===== config.mk =====
export PLATFORM = sky130hd
export DESIGN_NAME = line_refill_flat
export DESIGN_NICKNAME = d
export VERILOG_FILES = /design/src/bus_pkg.sv /design/src/cache_geom_pkg.sv /design/src/refill_if.sv /design/src/line_refill.sv /design/src/flat_wrapper.sv
export SDC_FILE = /design/constraint.sdc
export NUM_CORES = 1
export LEC_CHECK = 0
export ABC_CLOCK_PERIOD_IN_PS = 2200
export BUFFER_PORTS_ARGS = -buffer_cell sky130_fd_sc_hd__buf_2
export CORE_AREA = 2 2 90 92
export CTS_CLUSTER_DIAMETER = 40
export DETAILED_ROUTE_END_ITERATION = 12
export DIE_AREA = 0 0 92 94
export PLACE_DENSITY_LB_ADDON = 0.25
export SLEW_MARGIN = 40
export SYNTH_ARGS = -nofsm -noshare
export SYNTH_HDL_FRONTEND = slang
export SYNTH_SLANG_ARGS = --single-unit

===== constraint.sdc =====
create_clock -name clk -period 2.2 [get_ports clk]
set_clock_uncertainty 0.1 [all_clocks]
set_input_delay 0.33 -clock clk [delete_from_list [all_inputs] [get_ports clk]]
set_output_delay 0.33 -clock clk [all_outputs]
set_load 0.05 [all_outputs]

===== src/bus_pkg.sv =====
`default_nettype none

package bus_pkg;

    localparam int ADDR_BITS  = 32;
    localparam int BYTE_BITS  = 8;
    localparam int WORD_BYTES = 4;
    localparam int DATA_BYTES = 8;
    localparam int WORD_BITS  = BYTE_BITS * WORD_BYTES;
    localparam int DATA_BITS  = BYTE_BITS * DATA_BYTES;

    typedef logic [ADDR_BITS-1:0]  addr_t;
    typedef logic [WORD_BITS-1:0]  word_t;
    typedef logic [DATA_BITS-1:0]  data_t;
    typedef logic [DATA_BYTES-1:0] strobe_t;

    // cache bus request size and burst length codes
    typedef logic [2:0] size_t;
    typedef logic [3:0] len_t;

    // 4 bytes per beat
    localparam size_t MSIZE4 = 3'b010;
    // 16 beats, encoded as beats minus one
    localparam len_t  MLEN16 = 4'b1111;

endpackage

`default_nettype wire


===== src/cache_geom_pkg.sv =====
`default_nettype none

package cache_geom_pkg;

    localparam int WAYS           = 2;
    localparam int SETS           = 256;
    localparam int DATA_PER_LINE  = 8;
    localparam int WORDS_PER_LINE = 16;

    localparam int WAY_BITS       = $clog2(WAYS);
    localparam int INDEX_BITS     = $clog2(SETS);
    localparam int OFFSET_BITS    = $clog2(DATA_PER_LINE);
    localparam int ALIGN_BITS     = $clog2(bus_pkg::DATA_BYTES);
    localparam int WORD_NUM_BITS  = $clog2(WORDS_PER_LINE);
    localparam int TAG_BITS       = bus_pkg::ADDR_BITS - INDEX_BITS - OFFSET_BITS - ALIGN_BITS;
    localparam int DATA_ADDR_BITS = WAY_BITS + INDEX_BITS + OFFSET_BITS;

    typedef logic [WAY_BITS-1:0]      way_t;
    typedef logic [TAG_BITS-1:0]      tag_t;
    typedef logic [INDEX_BITS-1:0]    index_t;
    typedef logic [OFFSET_BITS-1:0]   offset_t;
    typedef logic [ALIGN_BITS-1:0]    align_t;
    typedef logic [WORD_NUM_BITS-1:0] word_num_t;

    typedef struct packed {
        tag_t    tag;
        index_t  index;
        offset_t offset;
        align_t  align;
    } addr_fields_t;

    // fetch path decodes the fields, bus path uses the flat word
    typedef union packed {
        bus_pkg::addr_t flat;
        addr_fields_t   f;
    } addr_u;

    // one 64-bit entry of the data RAM
    typedef struct packed {
        way_t    way;
        index_t  index;
        offset_t offset;
    } data_addr_t;

endpackage

`default_nettype wire


===== src/refill_if.sv =====
`timescale 1ns/1ps
`default_nettype none

interface refill_if;

    // data RAM write port
    logic                       wr_en;
    cache_geom_pkg::data_addr_t wr_addr;
    bus_pkg::strobe_t           wr_strobe;
    bus_pkg::data_t             wr_data;

    // refill progress
    logic                                       busy;
    cache_geom_pkg::tag_t                       line_tag;
    cache_geom_pkg::index_t                     line_index;
    logic [cache_geom_pkg::WORDS_PER_LINE-1:0]  arrived;

    modport producer (
        output wr_en, wr_addr, wr_strobe, wr_data,
        output busy, line_tag, line_index, arrived
    );

    modport buffer (
        input wr_en, wr_addr, wr_strobe, wr_data
    );

    modport monitor (
        input busy, line_tag, line_index, arrived
    );

endinterface

`default_nettype wire


===== src/line_refill.sv =====
`timescale 1ns/1ps
`default_nettype none

module line_refill (
    input  logic                  clk,
    input  logic                  resetn,
    input  logic                  miss_start,
    input  cache_geom_pkg::way_t  victim_way,
    input  cache_geom_pkg::addr_u miss_addr,
    refill_if.producer            rf,
    output logic                  icreq_valid,
    output bus_pkg::addr_t        icreq_addr,
    input  logic                  icresp_ready,
    input  logic                  icresp_last,
    input  bus_pkg::word_t        icresp_data
);

    typedef enum logic {
        IDLE,
        FETCH
    } state_t;

    state_t                     state_q;
    cache_geom_pkg::addr_u      line_addr_q;
    cache_geom_pkg::data_addr_t wr_ptr_q;
    cache_geom_pkg::word_num_t  word_cnt_q;
    logic [cache_geom_pkg::WORDS_PER_LINE-1:0] arrived_q;
    logic beat;

    assign beat = (state_q == FETCH) && icresp_ready;

    always_ff @(posedge clk) begin
        if (resetn) begin
            state_q   <= IDLE;
            arrived_q <= '0;
        end else begin
            case (state_q)
                IDLE: begin
                    if (miss_start) begin
                        state_q   <= FETCH;
                        arrived_q <= '0;
                    end
                end
                FETCH: begin
                    if (icresp_ready) begin
                        arrived_q[word_cnt_q] <= 1'b1;
                        if (icresp_last) begin
                            state_q <= IDLE;
                        end
                    end
                end
                default: begin
                    state_q <= IDLE;
                end
            endcase
        end
    end

    // burst starts at the requested word and wraps in the line
    always_ff @(posedge clk) begin
        if ((state_q == IDLE) && miss_start) begin
            line_addr_q     <= miss_addr;
            wr_ptr_q.way    <= victim_way;
            wr_ptr_q.index  <= miss_addr.f.index;
            wr_ptr_q.offset <= miss_addr.f.offset;
            word_cnt_q      <= {miss_addr.f.offset,
                                miss_addr.f.align[cache_geom_pkg::ALIGN_BITS-1]};
        end else if (beat) begin
            word_cnt_q <= word_cnt_q + 1'b1;
            // next entry once the high half is in
            if (word_cnt_q[0]) begin
                wr_ptr_q.offset <= wr_ptr_q.offset + 1'b1;
            end
        end
    end

    assign icreq_valid = (state_q == FETCH);
    assign icreq_addr  = line_addr_q.flat;

    assign rf.wr_en     = beat;
    assign rf.wr_addr   = wr_ptr_q;
    assign rf.wr_strobe = word_cnt_q[0]
                        ? {{bus_pkg::WORD_BYTES{1'b1}}, {bus_pkg::WORD_BYTES{1'b0}}}
                        : {{bus_pkg::WORD_BYTES{1'b0}}, {bus_pkg::WORD_BYTES{1'b1}}};
    assign rf.wr_data   = {icresp_data, icresp_data};

    assign rf.busy       = (state_q == FETCH);
    assign rf.line_tag   = line_addr_q.f.tag;
    assign rf.line_index = line_addr_q.f.index;
    assign rf.arrived    = arrived_q;

endmodule

`default_nettype wire


===== src/flat_wrapper.sv =====
// flat-port wrapper written by rule: the top's interface ports become plain ports
module line_refill_flat 
  (clk, resetn, miss_start, victim_way, miss_addr, icreq_valid, icreq_addr, icresp_ready, icresp_last, icresp_data, rf_wr_en, rf_wr_addr, rf_wr_strobe, rf_wr_data, rf_busy, rf_line_tag, rf_line_index, rf_arrived);
  refill_if rf_i ();
  input  logic clk;
  input  logic resetn;
  input  logic miss_start;
  input  cache_geom_pkg::way_t victim_way;
  input  cache_geom_pkg::addr_u miss_addr;
  output logic icreq_valid;
  output bus_pkg::addr_t icreq_addr;
  input  logic icresp_ready;
  input  logic icresp_last;
  input  bus_pkg::word_t icresp_data;
  output wire logic [$bits(rf_i.wr_en)-1:0] rf_wr_en;
  output wire logic [$bits(rf_i.wr_addr)-1:0] rf_wr_addr;
  output wire logic [$bits(rf_i.wr_strobe)-1:0] rf_wr_strobe;
  output wire logic [$bits(rf_i.wr_data)-1:0] rf_wr_data;
  output wire logic [$bits(rf_i.busy)-1:0] rf_busy;
  output wire logic [$bits(rf_i.line_tag)-1:0] rf_line_tag;
  output wire logic [$bits(rf_i.line_index)-1:0] rf_line_index;
  output wire logic [$bits(rf_i.arrived)-1:0] rf_arrived;
  assign rf_wr_en = rf_i.wr_en;
  assign rf_wr_addr = rf_i.wr_addr;
  assign rf_wr_strobe = rf_i.wr_strobe;
  assign rf_wr_data = rf_i.wr_data;
  assign rf_busy = rf_i.busy;
  assign rf_line_tag = rf_i.line_tag;
  assign rf_line_index = rf_i.line_index;
  assign rf_arrived = rf_i.arrived;
  line_refill u_core (.clk(clk), .resetn(resetn), .miss_start(miss_start), .victim_way(victim_way), .miss_addr(miss_addr), .rf(rf_i), .icreq_valid(icreq_valid), .icreq_addr(icreq_addr), .icresp_ready(icresp_ready), .icresp_last(icresp_last), .icresp_data(icresp_data));
endmodule

; Word-level counts from Yosys, hierarchy flattened
; Index checks and enable logic that the tools add are counted.
[classes]
n_addsub = 2
n_lt_le_gt_ge = 2
n_eq_ne = 2
mux = 15
bitwise = 2
reduce_logical = 7
[op_table]
columns = operator, count
row1 = 2-to-1 mux 16 bit, 2
row2 = one-hot mux 16 bit (2 select lines), 1
row3 = OR 16 bit, 1
row4 = 2-to-1 mux 3 bit, 3
row5 = 2-to-1 mux 4 bit, 2
row6 = 2-to-1 mux 8 bit, 1
row7 = "< comparator 4 x 5 -> 1 bit, second input constant", 1
row8 = "adder 4 x 1 -> 4 bit, second input constant", 1
row9 = demux 1 bit (select 4 bit), 1
row10 = ">= comparator 4 x 1 -> 1 bit, second input constant", 1
row11 = 2-to-1 mux 1 bit, 4
row12 = "!= test 2 bit, second input constant", 2
row13 = AND reduction 2 bit, 2
row14 = nonzero test 2 bit, 2
row15 = "adder 3 x 1 -> 3 bit, second input constant", 1
row16 = logical AND 1 bit, 3
row17 = one-hot mux 1 bit (2 select lines), 1
row18 = inverter 1 bit, 1
[word_totals]
reg_bits = 65
elab_cells = 37

; Logic depth before layout (Yosys ltp)
[logic_depth]
word_depth = 7
ltp_mapped = 5
ltp_nobuf = 4

; Least setup slack after synthesis
; Ideal clock, no wire load.
[synth_path]
path_kind = flip-flop to flip-flop
from = register u_core.state_q, in the netlist u_core.icreq_valid
to = register u_core.word_cnt_q[2] (data pin)
arrival_ns = 1.683
required_ns = 1.803
slack_ns = 0.120
stages_incl_launch_ff = 4
path_cell_list = dfxtp_1 nand2b_2 inv_1 o21ai_0
[synth_via]
elab_chain_cells = 3
[synth_lines]
columns = item, line_no
row1 = from (decl), line_refill.sv:23  ; state_t state_q;
row2 = from (signal assigned), line_refill.sv:34  ; state_q <= IDLE;
row3 = from (signal assigned), line_refill.sv:40  ; state_q <= FETCH;
row4 = from (signal assigned), line_refill.sv:48  ; state_q <= IDLE;
row5 = inverter 1 bit, line_refill.sv:61  ; if ((state_q == IDLE) && miss_start) begin
row6 = logical AND 1 bit, line_refill.sv:61
row7 = 2-to-1 mux 4 bit, line_refill.sv:61
row8 = to (signal assigned), line_refill.sv:66  ; word_cnt_q <= {miss_addr.f.offset,
row9 = to (signal assigned), line_refill.sv:69  ; word_cnt_q <= word_cnt_q + 1'b1;
row10 = to (decl), line_refill.sv:26  ; cache_geom_pkg::word_num_t word_cnt_q;
; Every way passes these cells.
; A chain may end at the register's enable or synchronous reset.

; Worst setup path after layout
[layout_path]
from = register u_core.word_cnt_q[0]
to = output rf_wr_strobe[1]
[layout_via]
elab_chain_cells = 1
[layout_lines]
columns = item, line_no
row1 = 2-to-1 mux 8 bit, line_refill.sv:83  ; ? {{bus_pkg::WORD_BYTES{1'b1}}, {bus_pkg::WORD_BYTES{1'b0}}}
row2 = to (decl), flat_wrapper.sv:17  ; output wire logic [$bits(rf_i.wr_strobe)-1:0] rf_wr_strobe;
; Every way passes these cells.

==> metrics.md <==
| Metric | Value |
|---|---|
| Status | complete, no violations |
| Fin crit share | 80.8% |
| Die Y-Extent | 94 um |
| Routed wire length | 5190 um |
| Vias per cell | 4.19 |
| Synth top cells by count | buf_4 (106), edfxtp_1 (40), a21oi_1 (20) |
| Setup crit end kind | output port |
| Die area | 0.00865 mm^2 |
| Setup ws final | 0.423 ns |
| Worst path cell trace | inv_1, buf_2 |
| CTS Buf Count | 9 |
| Reg area | 0.00154 mm^2 |
| Arrival @ worst endpoint | 1.35 ns |
| HP Class | input port to register |
| Worst skew pair latency | 0.33 ns |
| Remaining DRCs | 0 |
| Via count of the first global-routing pass | 1484 |
| Final Hold Fails | 0 |
| Clk sinks | 57 |
| Multi-input gate area | 375 um^2 |
| Cells after DPL | 365 |
| Max VDD drop | 0.314 mV |
| Top Ports | 231 |
| Global-route wire length before repair | 7400 um |
| Synth cell types | 21 |
| Setup TNS | 0 ns |
| Yosys reg bits | 57 |
| Root Driver | clkbuf_8 |
| Slew Limit Fails | 0 |
| # rows | 32 |
| Max_cap viols | 0 |
| CTS resizes | 0 |
| Gpl congestion | 0.759 |
| Final Util | 39.0% |
| Slew margin rel. | 58.6% |
| Mapped Cells | 236 |
| RSZ-0062 raised after global routing | false |
| Critical-path top delay cell | edfxtp_1 |
| PD cells | 982 mW/mm^2 |
| CTS tree | yes |
| Cell area after synthesis | 0.00276 mm^2 |
| Overall die width | 92 um |
| Gr usage total | 11.4% |
| Tmin final | 1.78 ns |
| Final Cell Area | 0.00296 mm^2 |
| Share of layout cells above drive strength 1 | 55.6% |
| Count leader, synth | buf_4 |
| Number of setup buffers added after CTS | 0 |
| Number of diodes | 0 |
| Crit path kind | register to output port |
| Antenna violations before repair | 0 |
| Nets | 349 |
| Clk buf depth | 2 |
| F_max | 563 MHz |
| Synth area leader | edfxtp_1 |
| Initial DRC count | 33 |
| Seq/Total Area, Yosys | 55.9% |
| # fillers | 757 |
| Startpoint Class | register |
| Routed via count | 1595 |
| Setup-failing EPs final | 0 |
| Layout area overhead | 7.58% |
| DP Wirelength | 3950 um |
| CP Max Fanout | 9 |
| Worst-Margin Slew | 0.621 ns |
| PortBufs | 134 |
| Mapped Nets | 311 |
| Drt first pass iters | 4 |
| Hold Buf Count CTS | 0 |
| Place WS | 0.604 ns |
| Top_reg_cell synth | edfxtp_1 |
| Wire length per cell | 13.6 um |
| Post-synth EDFFs | 40 |
| Total number of yosys warnings | 0 |
| Mean post-synth cell area | 11.7 um^2 |
| Crit path buffers/inverters | 2 |
| Crit path max-delay family | flip-flops |
| Post-synth top area share | 43.6% |
| Placed cell areas | 0.00275 mm^2 |
| Pin count of the biggest net entering global routing | 25 |
| CP peak stage delay | 0.51 ns |
| Leakage power | 1.37 nW |
| Post-DRT Antenna Nets | 0 |
| H-tree depth | 3 |
| CORE AREA | 0.00761 mm^2 |
| GRT overflow | 0 |
| Data required, critical path | 1.77 ns |
| Final cell count without fillers | 381 |
| Synth async-reset ratio | 0% |
| Area contributors post-synth | edfxtp_1 (44%), buf_4 (29%), dfxtp_1 (12%) |
| Clock-pin slew on the worst setup and hold paths | 0.07 ns |
| Initial Util | 36.2% |
layout by cell type (no fill, tap or decap), types with 4 or more instances in the layout:
master and count:
buf_2 134, edfxtp_1 40, a21oi_1 20, nor2_1 19, dfxtp_1 17, clkbuf_8 9
nand2_1 8, ha_1 5, inv_1 4
report_power, final:
part           leakage (nW)  switching (W)  internal, W
Clock                 0.109       0.000429     0.000636
Sequential            0.520      0.0000385      0.00122
Combinational         0.738       0.000461     0.000124
Total                  1.37       0.000928      0.00198
final timing paths:
kind                         from               endpoint  slack [ns]  depth (start not counted)
max          u_core.word_cnt_q[0]        rf_wr_strobe[1]        0.42                          2
min reg2reg  u_core.rf.arrived[3]   u_core.rf.arrived[3]        0.37                          2
max reg2reg    u_core.icreq_valid   u_core.word_cnt_q[2]        0.60                          5
min                 miss_addr[13]  u_core.icreq_addr[13]        0.06                          1
metal layers:
metal	vias up	wire length, um	track usage [%]
met2	117	2510	18.8
met1	715	1980	12.1
li1	754	-	-
met3	9	639	6.26
met4	0	59	5.22
met5	-	0	0
cell families after synthesis:
family | Yosys count | share of synthesized area (%)
adder cells (fa/ha/maj) | 5 | 2.27
flip-flops | 57 | 55.9
AO/OA/AOI/OAI | 23 | 4.27
AND/OR/NAND/NOR | 35 | 6.13
XOR/XNOR | 3 | 0.954
buffers and inverters | 113 | 30.4
metrics by stage:
stage               power (W)  hold WS, ns
floorplan             0.00210        0.303
global placement      0.00187        0.345
detailed placement    0.00187        0.351
CTS                   0.00295       0.0401
global route          0.00302       0.0406
finish                0.00291       0.0607
worst register-to-register path, cell delays in order (launching register included):
cell and delay, ns:
dfxtp_1 0.43, nand2b_2 0.30, inv_1 0.08, buf_4 0.23, nand2_1 0.12, o21ai_0 0.08
state kept, by name (all words and copies together), names as in the netlist:
signal              count
u_core.rf.wr_addr      11
u_core.word_cnt_q       4
u_core.icreq_addr      25
u_core.rf.arrived      16
u_core.icreq_valid      1
cell type report:
| cell class | count | share of cell area (%) |
|---|---|---|
| Timing Repair Buffer | 136 | 23.1 |
| Inverter | 4 | 0.507 |
| Multi-Input combinational cell | 66 | 12.7 |
| Clock buffer | 9 | 4.18 |
| Clock inverter | 7 | 3.21 |
| Tap cell | 102 | 4.31 |
| Sequential cell | 57 | 52.0 |
Power figures use the tool's default switching activity.
